File: config.mk
export PLATFORM = sky130hd
export DESIGN_NAME = peripherals_top
export DESIGN_NICKNAME = d
export VERILOG_FILES = /design/src/design/ems_pkg.sv /design/src/design/io_map_pkg.sv /design/src/design/peripherals_top.sv /design/src/design/readback_mux.sv /design/src/design/io_latches.sv /design/src/design/ems_mapper.sv /design/src/design/io_decoder.sv
export VERILOG_INCLUDE_DIRS = /design/src /design/src/design
export SDC_FILE = /design/constraint.sdc
export NUM_CORES = 1
export LEC_CHECK = 0
export BUFFER_PORTS_ARGS = -buffer_cell sky130_fd_sc_hd__buf_2
export CORE_MARGIN = 1
export CORE_UTILIZATION = 40
export CTS_CLUSTER_DIAMETER = 200
export DETAILED_ROUTE_END_ITERATION = 10
export GPL_TIMING_DRIVEN = 1
export HOLD_SLACK_MARGIN = 0.12
export PLACE_DENSITY = 0.65
export SYNTH_ARGS = -nofsm -noshare
export SYNTH_HDL_FRONTEND = slang
export SYNTH_HIERARCHICAL = 1
export SYNTH_SLANG_ARGS = --single-unit
File: constraint.sdc
create_clock -name clock -period 3.5 [get_ports clock]
set_input_delay 0.35 -clock clock [delete_from_list [all_inputs] [get_ports clock]]
set_output_delay 0.35 -clock clock [all_outputs]
set_load 0.01 [all_outputs]
File: src/design/peripherals_consts.svh
// Peripheral block constants
// Port addresses, EMS page-frame tops and register reset values

`ifndef PERIPHERALS_CONSTS_SVH
`define PERIPHERALS_CONSTS_SVH

// EMS mapping registers, 0x260 to 0x263
`define PERIPH_EMS_PORT_BASE    16'h0260

// Printer data port
`define PERIPH_LPT_PORT         16'h0378

// Tandy NMI mask, 0xA0 to 0xA7
`define PERIPH_NMI_PORT_BASE    16'h00A0

// Address bits 19:16 of each EMS page frame
`define PERIPH_EMS_FRAME_A      4'hA
`define PERIPH_EMS_FRAME_C      4'hC
`define PERIPH_EMS_FRAME_D      4'hD

// Map register data rules
`define PERIPH_EMS_UNMAP        8'hFF
`define PERIPH_EMS_LIMIT        8'h80

// Register values after reset
`define PERIPH_LPT_RESET        8'hFF
`define PERIPH_NMI_RESET        8'hFF

`endif
File: src/design/ems_pkg.sv
// EMS types
// Slot index, page number, map entry and page-frame choice

`default_nettype none

package ems_pkg;

    // One of four 16 KB windows in the page frame
    typedef logic [1:0] ems_slot_t;

    // Page number held by a slot
    typedef logic [6:0] ems_page_t;

    // Map entry as stored per slot
    typedef struct packed {
        logic      enable;
        ems_page_t page;
    } ems_entry_t;

    // 0 selects frame A, 1 frame C, anything else frame D
    typedef logic [1:0] ems_frame_sel_t;

endpackage

`default_nettype wire

File: src/design/io_map_pkg.sv
// I/O map types
// CPU bus widths and the external chip-slot encoding

`default_nettype none

package io_map_pkg;

    // 20-bit CPU address and 8-bit data
    typedef logic [19:0] bus_addr_t;
    typedef logic [7:0]  bus_data_t;

    // Low 16 bits of the address during an I/O cycle
    typedef logic [15:0] io_port_t;

    // Slot code equals address bits 7:5
    typedef enum logic [2:0] {
        slot_dma      = 3'd0,
        slot_pic      = 3'd1,
        slot_pit      = 3'd2,
        slot_ppi      = 3'd3,
        slot_dma_page = 3'd4
    } chip_slot_t;

    // Active-low select, one bit per slot code
    typedef logic [4:0] chip_select_n_t;

endpackage

`default_nettype wire

File: src/design/peripherals_top.sv
// XT peripheral block top level
// Address decode, chip-slot selects, EMS mapper, I/O latches
// and the registered CPU read-back bus

`default_nettype none
`timescale 1ns/1ps

module peripherals_top (
    input  logic                       clock,
    input  logic                       reset,
    input  io_map_pkg::bus_addr_t      address_i,
    input  io_map_pkg::bus_data_t      data_i,
    input  logic                       address_enable_n_i,
    input  logic                       io_read_n_i,
    input  logic                       io_write_n_i,
    input  logic                       ems_enabled_i,
    input  logic                       tandy_video_i,
    input  ems_pkg::ems_frame_sel_t    ems_frame_i,
    output io_map_pkg::chip_select_n_t chip_select_n_o,
    output logic [3:0]                 ems_bank_hit_o,
    output ems_pkg::ems_entry_t [3:0]  ems_map_o,
    output io_map_pkg::bus_data_t      data_bus_out_o,
    output logic                       data_bus_out_from_chipset_o
);

    import io_map_pkg::*;

    logic      ems_hit;
    logic      lpt_hit;
    logic      nmi_hit;
    logic      io_request;
    bus_data_t ems_read_data;
    bus_data_t lpt_data;
    bus_data_t nmi_mask;

    io_decoder io_decoder_i (
        .address_i          (address_i),
        .address_enable_n_i (address_enable_n_i),
        .io_read_n_i        (io_read_n_i),
        .io_write_n_i       (io_write_n_i),
        .ems_enabled_i      (ems_enabled_i),
        .tandy_video_i      (tandy_video_i),
        .chip_select_n_o    (chip_select_n_o),
        .ems_hit_o          (ems_hit),
        .lpt_hit_o          (lpt_hit),
        .nmi_hit_o          (nmi_hit),
        .io_request_o       (io_request)
    );

    ems_mapper ems_mapper_i (
        .clock        (clock),
        .reset        (reset),
        .ems_hit_i    (ems_hit),
        .io_write_n_i (io_write_n_i),
        .io_request_i (io_request),
        .address_i    (address_i),
        .data_i       (data_i),
        .ems_frame_i  (ems_frame_i),
        .read_data_o  (ems_read_data),
        .bank_hit_o   (ems_bank_hit_o),
        .map_o        (ems_map_o)
    );

    io_latches io_latches_i (
        .clock        (clock),
        .reset        (reset),
        .io_write_n_i (io_write_n_i),
        .lpt_hit_i    (lpt_hit),
        .nmi_hit_i    (nmi_hit),
        .data_i       (data_i),
        .lpt_data_o   (lpt_data),
        .nmi_mask_o   (nmi_mask)
    );

    readback_mux readback_mux_i (
        .clock                       (clock),
        .reset                       (reset),
        .io_read_n_i                 (io_read_n_i),
        .ems_hit_i                   (ems_hit),
        .lpt_hit_i                   (lpt_hit),
        .nmi_hit_i                   (nmi_hit),
        .ems_data_i                  (ems_read_data),
        .lpt_data_i                  (lpt_data),
        .nmi_data_i                  (nmi_mask),
        .data_bus_out_o              (data_bus_out_o),
        .data_bus_out_from_chipset_o (data_bus_out_from_chipset_o)
    );

endmodule

`default_nettype wire

File: src/design/readback_mux.sv
// CPU read-back bus
// Registers the byte the chipset drives on an I/O read,
// chosen by fixed priority, together with its valid flag

`default_nettype none
`timescale 1ns/1ps

module readback_mux (
    input  logic                  clock,
    input  logic                  reset,
    input  logic                  io_read_n_i,
    input  logic                  ems_hit_i,
    input  logic                  lpt_hit_i,
    input  logic                  nmi_hit_i,
    input  io_map_pkg::bus_data_t ems_data_i,
    input  io_map_pkg::bus_data_t lpt_data_i,
    input  io_map_pkg::bus_data_t nmi_data_i,
    output io_map_pkg::bus_data_t data_bus_out_o,
    output logic                  data_bus_out_from_chipset_o
);

    import io_map_pkg::*;

    bus_data_t next_data;
    logic      next_valid;

    always_comb begin
        next_data  = '0;
        next_valid = 1'b0;
        if (!io_read_n_i) begin
            // EMS first, then printer, then NMI mask
            if (ems_hit_i) begin
                next_data  = ems_data_i;
                next_valid = 1'b1;
            end else if (lpt_hit_i) begin
                next_data  = lpt_data_i;
                next_valid = 1'b1;
            end else if (nmi_hit_i) begin
                next_data  = nmi_data_i;
                next_valid = 1'b1;
            end
        end
    end

    always_ff @(posedge clock, posedge reset) begin
        if (reset) begin
            data_bus_out_o              <= '0;
            data_bus_out_from_chipset_o <= 1'b0;
        end else begin
            data_bus_out_o              <= next_data;
            data_bus_out_from_chipset_o <= next_valid;
        end
    end

endmodule

`default_nettype wire

File: src/design/io_latches.sv
// CPU-written I/O registers
// Printer data latch and Tandy NMI mask, both read back by the CPU

`default_nettype none
`timescale 1ns/1ps

`include "peripherals_consts.svh"

module io_latches (
    input  logic                  clock,
    input  logic                  reset,
    input  logic                  io_write_n_i,
    input  logic                  lpt_hit_i,
    input  logic                  nmi_hit_i,
    input  io_map_pkg::bus_data_t data_i,
    output io_map_pkg::bus_data_t lpt_data_o,
    output io_map_pkg::bus_data_t nmi_mask_o
);

    logic lpt_load;
    logic nmi_load;

    assign lpt_load = lpt_hit_i & ~io_write_n_i;
    assign nmi_load = nmi_hit_i & ~io_write_n_i;

    // Printer port idles with all lines high
    always_ff @(posedge clock, posedge reset) begin
        if (reset) begin
            lpt_data_o <= `PERIPH_LPT_RESET;
        end else if (lpt_load) begin
            lpt_data_o <= data_i;
        end
    end

    // NMI mask, all bits set out of reset
    always_ff @(posedge clock, posedge reset) begin
        if (reset) begin
            nmi_mask_o <= `PERIPH_NMI_RESET;
        end else if (nmi_load) begin
            nmi_mask_o <= data_i;
        end
    end

endmodule

`default_nettype wire

File: src/design/ems_mapper.sv
// EMS page mapper
// Four slot map registers behind a one-stage write pipeline,
// read-back of the addressed slot and bank hits for memory cycles

`default_nettype none
`timescale 1ns/1ps

`include "peripherals_consts.svh"

module ems_mapper (
    input  logic                       clock,
    input  logic                       reset,
    input  logic                       ems_hit_i,
    input  logic                       io_write_n_i,
    input  logic                       io_request_i,
    input  io_map_pkg::bus_addr_t      address_i,
    input  io_map_pkg::bus_data_t      data_i,
    input  ems_pkg::ems_frame_sel_t    ems_frame_i,
    output io_map_pkg::bus_data_t      read_data_o,
    output logic [3:0]                 bank_hit_o,
    output ems_pkg::ems_entry_t [3:0]  map_o
);

    import io_map_pkg::*;
    import ems_pkg::*;

    ems_entry_t [3:0] entries;
    ems_entry_t       read_entry;
    ems_slot_t        read_slot;
    logic             data_unmap;
    logic             data_map;
    logic             map_write;
    logic             write_valid;
    ems_slot_t        write_slot;
    ems_entry_t       write_entry;
    logic [3:0]       frame_top;

    // Data 0xFF unmaps, below 0x80 maps, anything else is ignored
    assign data_unmap = (data_i == `PERIPH_EMS_UNMAP);
    assign data_map   = (data_i < `PERIPH_EMS_LIMIT);
    assign map_write  = ems_hit_i & ~io_write_n_i & (data_unmap | data_map);

    always_ff @(posedge clock, posedge reset) begin
        if (reset) begin
            write_valid <= 1'b0;
        end else begin
            write_valid <= map_write;
        end
    end

    always_ff @(posedge clock) begin
        write_slot         <= address_i[1:0];
        write_entry.enable <= ~data_unmap;
        write_entry.page   <= data_unmap ? 7'h7F : data_i[6:0];
    end

    always_ff @(posedge clock, posedge reset) begin
        if (reset) begin
            entries <= '0;
        end else if (write_valid) begin
            entries[write_slot] <= write_entry;
        end
    end

    // Read-back follows the live address
    assign read_slot   = address_i[1:0];
    assign read_entry  = entries[read_slot];
    assign read_data_o = read_entry.enable ? bus_data_t'({1'b0, read_entry.page}) : 8'hFF;

    always_comb begin
        case (ems_frame_i)
            2'd0:    frame_top = `PERIPH_EMS_FRAME_A;
            2'd1:    frame_top = `PERIPH_EMS_FRAME_C;
            default: frame_top = `PERIPH_EMS_FRAME_D;
        endcase
    end

    // Each slot covers 16 KB of the 64 KB frame
    for (genvar k = 0; k < 4; k++) begin : g_bank
        assign bank_hit_o[k] = ~io_request_i & entries[k].enable
                             & (address_i[19:14] == {frame_top, ems_slot_t'(k)});
    end

    assign map_o = entries;

endmodule

`default_nettype wire

File: src/design/io_decoder.sv
// I/O address decoder
// Turns the bus address and strobes into chip-slot selects
// and the register hits of the EMS, printer and NMI ports

`default_nettype none
`timescale 1ns/1ps

`include "peripherals_consts.svh"

module io_decoder (
    input  io_map_pkg::bus_addr_t      address_i,
    input  logic                       address_enable_n_i,
    input  logic                       io_read_n_i,
    input  logic                       io_write_n_i,
    input  logic                       ems_enabled_i,
    input  logic                       tandy_video_i,
    output io_map_pkg::chip_select_n_t chip_select_n_o,
    output logic                       ems_hit_o,
    output logic                       lpt_hit_o,
    output logic                       nmi_hit_o,
    output logic                       io_request_o
);

    import io_map_pkg::*;

    io_port_t port;
    logic     io_strobe;
    logic     io_cycle;
    logic     slot_space;

    assign port      = address_i[15:0];
    assign io_strobe = ~io_read_n_i | ~io_write_n_i;

    // Address is valid for I/O only while AEN is low
    assign io_cycle = io_strobe & ~address_enable_n_i;

    // Slots live in the first 256 ports
    assign slot_space = io_cycle & (address_i[9:8] == 2'b00);

    always_comb begin
        chip_select_n_o = '1;
        if (slot_space && (address_i[7:5] <= slot_dma_page)) begin
            chip_select_n_o[address_i[7:5]] = 1'b0;
        end
    end

    // EMS block decodes four ports
    assign ems_hit_o = io_cycle & ems_enabled_i
                     & ({port[15:2], 2'b00} == `PERIPH_EMS_PORT_BASE);

    assign lpt_hit_o = io_cycle & (port == `PERIPH_LPT_PORT);

    // NMI mask exists only on Tandy video, eight aliases
    assign nmi_hit_o = io_cycle & tandy_video_i
                     & ({port[15:3], 3'b000} == `PERIPH_NMI_PORT_BASE);

    assign io_request_o = io_strobe;

endmodule

`default_nettype wire

# --- After elaboration in Yosys (flattened, before gate mapping) ---
# Index checks and enable logic that the tools add are counted.
# Widths: inputs -> output; s select.
op_classes:
  n_lt_le_gt_ge: 7
  eq_ne: 9
  muxes: 18
  n_bitwise: 27
  reduce_logical: 5
op_table:
  columns: ["op", "count"]
  rows:
  - ["$mux 8", 7]
  - ["$bwmux 32", 1]
  - ["$eq 6x6->1", 4]
  - ["$and 1x1->1", 19]
  - ["$bmux 8 s2", 1]
  - ["$demux 8 s2", 1]
  - ["$eq 16x10->1 const B", 1]
  - ["$eq 14x8->1 const B", 1]
  - ["$eq 13x5->1 const B", 1]
  - ["$eq 8x8->1 const B", 1]
  - ["$lt 8x8->1 const B", 1]
  - ["$lt 2x3->1 const B", 2]
  - ["$pmux 3 s2", 1]
  - ["$mux 1", 5]
  - ["$mux 5", 1]
  - ["$not 1->1", 5]
  - ["$not 5->5", 1]
  - ["$logic_not 2->1", 2]
  - ["$lt 3x4->1 const B", 1]
  - ["$demux 1 s3", 1]
  - ["$ge 3x1->1 const B", 1]
  - ["$le 3x3->1 const B", 1]
  - ["$logic_and 1x1->1", 3]
  - ["$eq 2x1->1 const B", 1]
  - ["2 further kinds", 3]
totals:
  reg_bits: 68

# --- Logic depth before layout (Yosys ltp) ---
# Gate-level depths: netlist of the first run.
logic_depth:
  word_depth: 9
  mapped_depth: 7
  mapped_depth_nobuf: 5

# --- Modules after synthesis ---
# Netlist of the first run, hierarchy kept.
by_module_without_submodules:
  columns: ["module", "instances", "cells_per_inst", "area_per_inst_um2", "seq_area_each_um2"]
  rows:
  - ["ems_mapper", 1, 126, 1834.3, 1026.0]
  - ["io_latches", 1, 37, 676.9, 420.4]
  - ["readback_mux", 1, 49, 576.8, 225.2]
  - ["io_decoder", 1, 24, 162.7, 0.0]

# --- Worst setup path before layout of the first run ---
# No wires, ideal clock.
synth_path:
  path_kind: "input -> register"
  start: "input port address_i[12]"
  end: "register io_latches_i.lpt_data_o[0]"
  setup_time_ns: 0.082
  arrival_time_ns: 1.831
  slack_ns: 1.587
  cell_stages: 6
  path_buffers: 1
  path_cell_list: "nor4_4 > nand2_1 > nor3_1 > nor2b_1 > buf_6 > mux2_2"
synth_between:
  elab_chain_len: 3
synth_rtl:
  columns: ["element", "line_no", "rtl"]
  rows:
  - ["start, declared", "peripherals_top.sv:11", "input io_map_pkg::bus_addr_t address_i,"]
  - ["$eq 16x10->1 (no source line)", null, null]
  - ["$and 1x1->1", "io_decoder.sv:51", "assign lpt_hit_o = io_cycle & (port == `PERIPH_LPT_PORT);"]
  - ["named net lpt_hit", "peripherals_top.sv:29", "logic lpt_hit;"]
  - ["$and 1x1->1", "io_latches.sv:23", "assign lpt_load = lpt_hit_i & ~io_write_n_i;"]
  - ["end signal, assigned", "io_latches.sv:29", "lpt_data_o <= `PERIPH_LPT_RESET;"]
  - ["end signal, assigned", "io_latches.sv:31", "lpt_data_o <= data_i;"]
  - ["end, declared", "io_latches.sv:16", "output io_map_pkg::bus_data_t lpt_data_o,"]
# The timed path passes the listed nets, and every way through them passes these cells.
# A chain may end at the register's enable or synchronous reset.

# --- Worst setup path after layout of the first run ---
layout_path:
  start: "input port io_read_n_i"
  end: "register io_latches_i.lpt_data_o[4]"
layout_between:
  elab_chain_len: 5
layout_rtl:
  columns: ["element", "line_no", "rtl"]
  rows:
  - ["start, declared", "peripherals_top.sv:14", "input logic io_read_n_i,"]
  - ["$not 1->1", "io_decoder.sv:32", "assign io_strobe = ~io_read_n_i | ~io_write_n_i;"]
  - ["$or 1x1->1", "io_decoder.sv:32", null]
  - ["$and 1x1->1", "io_decoder.sv:35", "assign io_cycle = io_strobe & ~address_enable_n_i;"]
  - ["$and 1x1->1", "io_decoder.sv:51", null]
  - ["named net lpt_hit", "peripherals_top.sv:29", null]
  - ["$and 1x1->1", "io_latches.sv:23", null]
# The timed path passes the listed nets, and every way through them passes these cells.

==> metrics.txt, run 1 <==
final non-filler cell total=430; cts hold-fix bufs=1; worst endpoint required time=between 3 and 4 ns; DP Area=around 0.0037 mm2; CP Max Fanout=18; P_leak=just over 2 nW; dpl cells=roughly 410; DRT iter0 DRCs=approximately 120; Die Area=about 0.0085 mm2; Worst Tran Pin Value=roughly 1.1 ns; R2R depth=4; hold endpoint=ems_mapper_i/write_entry[5]; DIE HEIGHT=approximately 92 um; RR Endpoint=readback_mux_i/data_bus_out_o[3]; startpoint class of the critical path=input pin; share of cells above drive strength 1=between 60% and 70%; syn nets=approximately 270; sequential area share after synthesis=51.4%; Clock Tree Root=clkbuf_8; Multi-input gate area=between 0.001 and 0.0015 mm2; final core occ=51.4%; mean post-synth cell area=about 14 um2; CTS tree=yes; H-tree depth=3; gr ovfl total=0; CP endpoint kind=flop; Setup Buffers After CTS=0; Ports=87; Worst-path clk slew=about 0.060 ns; fin crit period=2.15 ns; CTS buffer count=9; Post-CTS Resized=0; final period utilization=61.5%; mapped cell area=~0.0033 mm2; status=finished clean; Fin. Hold Viols=0; Routed Antenna Nets=0; WHS Path Cells=1; Max IR drop VDD=0.000216 V; hold_sp=data_i[5]; fmax=~460 MHz; top post-synthesis cells by area=dfrtp_1 32%, mux2_2 14%, dfstp_2 13%; worst skew pair latency=between 0.3 and 0.4 ns; Reg2Reg Setup Slack=1.92 ns; n_diodes=0; clk_skew=0.00710 ns; RSZ-0062 raised after global routing=no; HPWL after DPL=around 5.4 mm; row cnt=32; Syn-to-layout area delta=23.4%; slew margin rel.=25.5%; fin area=about 0.0040 mm2; # DRC=0; CP Class=input pin to flop; core footprint=just under 0.008 mm2; Crit Reg-Reg Startpoint=ems_mapper_i/map_o[23]; IO buf count=86; initial antenna violation count=0; DR WL/cell=around 17 um; drt pass-1 iters=6; setup violators final=0; Avg Vias per Cell=roughly 5.2; Unique masters post-synth=36; data arrival time of the worst path=2.41 ns; via count=~2200; clk sink count=just under 70; Hold Crit Class=input pin to flop; GPL Wtd Cong=a little over 0.7; top-area cell type share of the netlist area=roughly a third; Seq. cell area=0.00167 mm2; PwrDens=414 mW/mm2; Max-cap violations=0; overall power=around 1.7 mW; setup_tns=0 ns; Slew Viols, Final=0; Layout fillers=703; first-pass GRT wire length=about 12 mm; cell breakdown of the critical path=buf_2 -> a21oi_2 -> nand2_1 -> nor3_2 -> buf_4 -> nor2b_1 -> mux2_2; Synth area leader=dfrtp_1; layout net count=360; total wire length=7.44 mm; clk buf depth=2; synth warn=6; Crit path largest cell delay=between 0.6 and 0.7 ns; Initial Util=41.6%; GRT Overall Usage=a little under a fifth; Syn Inst Count=between 200 and 250; slowest stage cell, crit path=nor2b_1; Die Width=between 90 and 100 um; largest net degree at the start of global routing=27; number of global-route vias before repair=approximately 2300; #FFs+latches synth=68
-- cells in the final DEF, fill, tap and decap left out, types with 3 or more instances in the layout --
master     netlist  routed
bufinv_16        0       3
buf_4            0       5
mux2_4           8       8
a21oi_1          3       3
dfxtp_1         10      10
mux4_2           8       8
nand3_1          4       4
buf_2            1      86
clkbuf_8         0      11
inv_1           13      13
a21oi_2          9       9
nand2_1          7       7
dfstp_2         16      16
and3b_1          3       3
mux2_2          40      40
nand3b_1         9       9
nor2_1           7       7
nand4_1          5       5
a221oi_2         8       8
dfrtp_1         42      42
nand2b_1         7       7
-- cell type report --
type | count | share of cell area [%]
Clock buffer | 12 | 3.87
Tap cell | 102 | 3.18
Timing Repair Buffer | 92 | 11.9
Inverter | 13 | 1.22
Sequential cell | 68 | 41.7
Clock inverter | 4 | 2.37
Multi-Input combinational cell | 139 | 35.8
-- Yosys cell counts, drive strengths merged --
master / instances
nor4: 4
nor2b: 2
clkbuf: 9
nand2b: 8
nor4b: 1
nand3b: 12
nand2: 7
and3b: 3
a211oi: 1
buf: 7
nor3b: 2
dfxtp: 10
nand4: 5
o21ai: 2
inv: 13
nor2: 7
dfstp: 16
a21oi: 12
a221oi: 8
dfrtp: 42
nor4bb: 1
nand3: 6
mux2: 48
nor3: 2
mux4: 8
-- worst max-delay path by stage --
| stage | endpoint | slack, ns | start | depth (start not counted) |
|---|---|---|---|---|
| floorplan | io_latches_i/lpt_data_o[0] | 1.59 | address_i[12] | 6 |
| global placement | io_latches_i/lpt_data_o[4] | 1.08 | address_i[12] | 7 |
| detailed placement | io_latches_i/lpt_data_o[6] | 1.04 | io_read_n_i | 7 |
| CTS | io_latches_i/lpt_data_o[6] | 1.37 | io_read_n_i | 7 |
| global route | io_latches_i/lpt_data_o[4] | 1.22 | address_i[1] | 7 |
| finish | io_latches_i/lpt_data_o[4] | 1.35 | io_read_n_i | 7 |
-- cell families after synthesis --
kind of cell           synth area share (%)
AO/OA/AOI/OAI                          7.12
buffers and inverters                  4.89
flip-flops                             51.4
multiplexers                           23.1
AND/OR/NAND/NOR                        13.5
-- per-layer routing --
layer | up-vias | part of all wire [%] | track usage (%)
met5 | - | 0 | 0
li1 | 1030 | - | -
met2 | 90 | 48 | 30.4
met1 | 1115 | 45 | 25.1
met3 | 12 | 5.5 | 3.73
met4 | 0 | 1.9 | 7.55
-- report_power, final --
group          internal [mW]  switching, mW  total [mW]
logic                 0.0272         0.0471      0.0743
clock network          0.511          0.276       0.787
registers              0.791        0.00664       0.797
total                   1.33          0.330        1.66
-- stage by stage --
stage	hold WS, ns	setup WS, ns
5_1_grt	0.156	1.22
6_report	0.171	1.35
3_5_place_dp	0.374	1.04
3_3_place_gp	0.366	1.08
2_1_floorplan	0.178	1.59
4_1_cts	0.159	1.37
-- critical path, delay by kind of cell --
family / cells / cell delay (ns)
and+or+nand+nor: 3 / 0.91
buffers and inverters: 2 / 0.46
muxes: 1 / 0.41
AOI/OAI and AO/OA: 1 / 0.26
-- sequential cells by signal, summed over array words and instances, names as in the netlist --
name and cells:
readback_mux_i/data_bus_out_from_chipset_o 1, readback_mux_i/data_bus_out_o 8, io_latches_i/lpt_data_o 8, ems_mapper_i/write_entry 8
ems_mapper_i/map_o 32, ems_mapper_i/write_slot 2, io_latches_i/nmi_mask_o 8, ems_mapper_i/write_valid 1
Power figures use the tool's default switching activity.
==> run 2: changes to the inputs <==
==> constraint.sdc (replaced) <==
create_clock -name clock -period 2 [get_ports clock]
set_input_delay 0.2 -clock clock [delete_from_list [all_inputs] [get_ports clock]]
set_output_delay 0.2 -clock clock [all_outputs]
set_load 0.01 [all_outputs]
==> metrics.txt, run 2 (synthesis results as in run 1) <==
clk_skew=0.0109 ns (was 0.00710 ns); worst skew pair latency=0.35 ns (was 0.33 ns); status=finished clean (unchanged); # DRC=0 (unchanged); share of cells above drive strength 1=61.9% (was 62.8%); Ports=87 (unchanged); clk sink count=68 (unchanged); setup violators final=0 (unchanged); DRT iter0 DRCs=95 (was 118); gr ovfl total=0 (unchanged); max reg flops=32 (unchanged); Max-cap violations=0 (unchanged); data arrival time of the worst path=1.39 ns (was 2.41 ns); Setup WS pre-CTS=0.255 ns (was 1.04 ns); R2R depth=4 (unchanged); IO buf count=86 (unchanged); GPL Wtd Cong=0.728 (was 0.704); DIE HEIGHT=92.1 um (unchanged); n_diodes=0 (unchanged); hold slack=0.177 ns (was 0.171 ns); Max IR drop VDD=0.000395 V (was 0.000216 V); number of global-route vias before repair=2315 (was 2284); final period utilization=roughly four fifths; fmax=629 MHz; Crit Reg-Reg Startpoint=ems_mapper_i/map_o[23] (unchanged); slew margin rel.=57.1% (was 25.5%); first-pass GRT wire length=12.1 mm (was 12.0 mm); commonest non-fill, non-tap cell in the layout=buf_2 (unchanged); DR WL/cell=16.9 um (was 17.3 um); HPWL after DPL=5.32 mm (was 5.38 mm); hold_sp=address_i[1] (was data_i[5]); setup_tns=0 ns (unchanged); core footprint=0.00781 mm2 (unchanged); H-tree depth=3 (unchanged); layout net count=371 (was 360); clk buf depth=2 (unchanged); startpoint class of the critical path=input pin (unchanged); largest net degree at the start of global routing=34 (was 27); CP Max Fanout=5 (was 18); P_leak=2.04 nW (was 2.02 nW); Hold Crit Class=input pin to flop (unchanged); WHS Path Cells=2 (was 1); most frequent cells in the layout=86 x buf_2, 42 x dfrtp_1, 40 x mux2_2 (unchanged); worst endpoint required time=1.80 ns (was 3.76 ns); GRT Overall Usage=19.0% (was 18.9%); CP endpoint kind=output port (was flop); RR Endpoint=readback_mux_i/data_bus_out_o[3] (unchanged); final non-filler cell total=441 (was 430); Reg2Reg Setup Slack=0.45 ns (was 1.92 ns); Die Width=92.1 um (unchanged); Routed Antenna Nets=0 (unchanged); fin crit period=between 1.5 and 2 ns; CP Class=input pin to output port (was input pin to flop); hold endpoint=ems_mapper_i/write_slot[1] (was ems_mapper_i/write_entry[5]); Slew Viols, Final=0 (unchanged); row cnt=32 (unchanged); Fin. Hold Viols=0 (unchanged); PwrDens=656 mW/mm2 (was 414 mW/mm2); dpl cells=416 (was 413); Initial Util=41.6% (unchanged); Worst-path clk slew=0.08 ns (was 0.06 ns); drt pass-1 iters=4 (was 6); Die Area=0.00849 mm2 (unchanged); total wire length=7.47 mm (was 7.44 mm); Worst Tran Pin Value=0.642 ns (was 1.11 ns); Avg Vias per Cell=5.07 (was 5.23); Syn-to-layout area delta=25.4% (was 23.4%); CTS tree=yes (unchanged); Clock Tree Root=clkbuf_8 (unchanged); setup ws final=0.410 ns (was 1.35 ns); via count=2234 (was 2247); CTS buffer count=9 (unchanged); RSZ-0062 raised after global routing=no (unchanged); initial antenna violation count=0 (unchanged)
## run 2: changes by cell type in the layout (fill, tap and decap cells not counted), sizes merged
cell,previous run,this run
buf,91,94
bufinv,3,1
clkbuf,12,9
clkinv,1,3
clkinvlp,0,2
dlygate4sd3,1,9
inv,13,14
## run 2: worst max-delay path, cell delays in order
cell      delay, ns
buf_2          0.14
nand2_1        0.10
nor4bb_1       0.32
nand3_1        0.21
a211oi_1       0.27
buf_2          0.16
## run 2: worst max path at each step
stage,start,end,depth (start not counted)
2_1_floorplan,address_i[12],io_latches_i/lpt_data_o[0],6
3_3_place_gp,address_i[12],io_latches_i/lpt_data_o[7],7
3_5_place_dp,address_i[12],io_latches_i/lpt_data_o[5],7
4_1_cts,io_write_n_i,ems_bank_hit_o[1],6
5_1_grt,io_write_n_i,ems_bank_hit_o[1],6
6_report,io_write_n_i,ems_bank_hit_o[1],6
## run 2: where the power goes
| part | total, mW | switching (mW) | leakage [nW] | internal, mW |
|---|---|---|---|---|
| registers | 1.39 | 0.0117 | 0.836 | 1.38 |
| logic | 0.147 | 0.0857 | 1.11 | 0.0617 |
| clock network | 1.13 | 0.551 | 0.0958 | 0.581 |
## run 2: layer usage
layer / part of all wire, % / track usage (%) / vias up / routed length (um)
met2: 48 / 31.2 / 75 / 3620
met1: 45 / 24.7 / 1107 / 3340
met4: 1.2 / 6.64 / 0 / 91
met3: 5.6 / 4.48 / 6 / 415
met5: 0 / 0 / - / 0
li1: - / - / 1046 / -
## run 2: per-stage QoR
step / power [mW] / utilization, % / instance area (um2)
finish: 2.67 / 52.2 / 4080
global route: 2.79 / 52.2 / 4080
CTS: 2.70 / 52.2 / 4080
detailed placement: 1.56 / 48.5 / 3780
global placement: 1.55 / 48.5 / 3780
floorplan: 1.48 / - / 3250
## run 2: cell type report
cell class              count  area, um2
fillers                   700       3730
flip-flops and latches     68       1670
inverters                  13       48.8
clock inverters             7       76.3
repair buffers            103        593
multi-input cells         139       1430
well taps                 102        128
clock buffers               9        124
## run 2: timing repair
item                                   in CTS  in global routing
resized for setup                           0                  0
setup buffers                               0                  0
hold buffers                                9                  0
endpoints found under the hold margin      50                  0
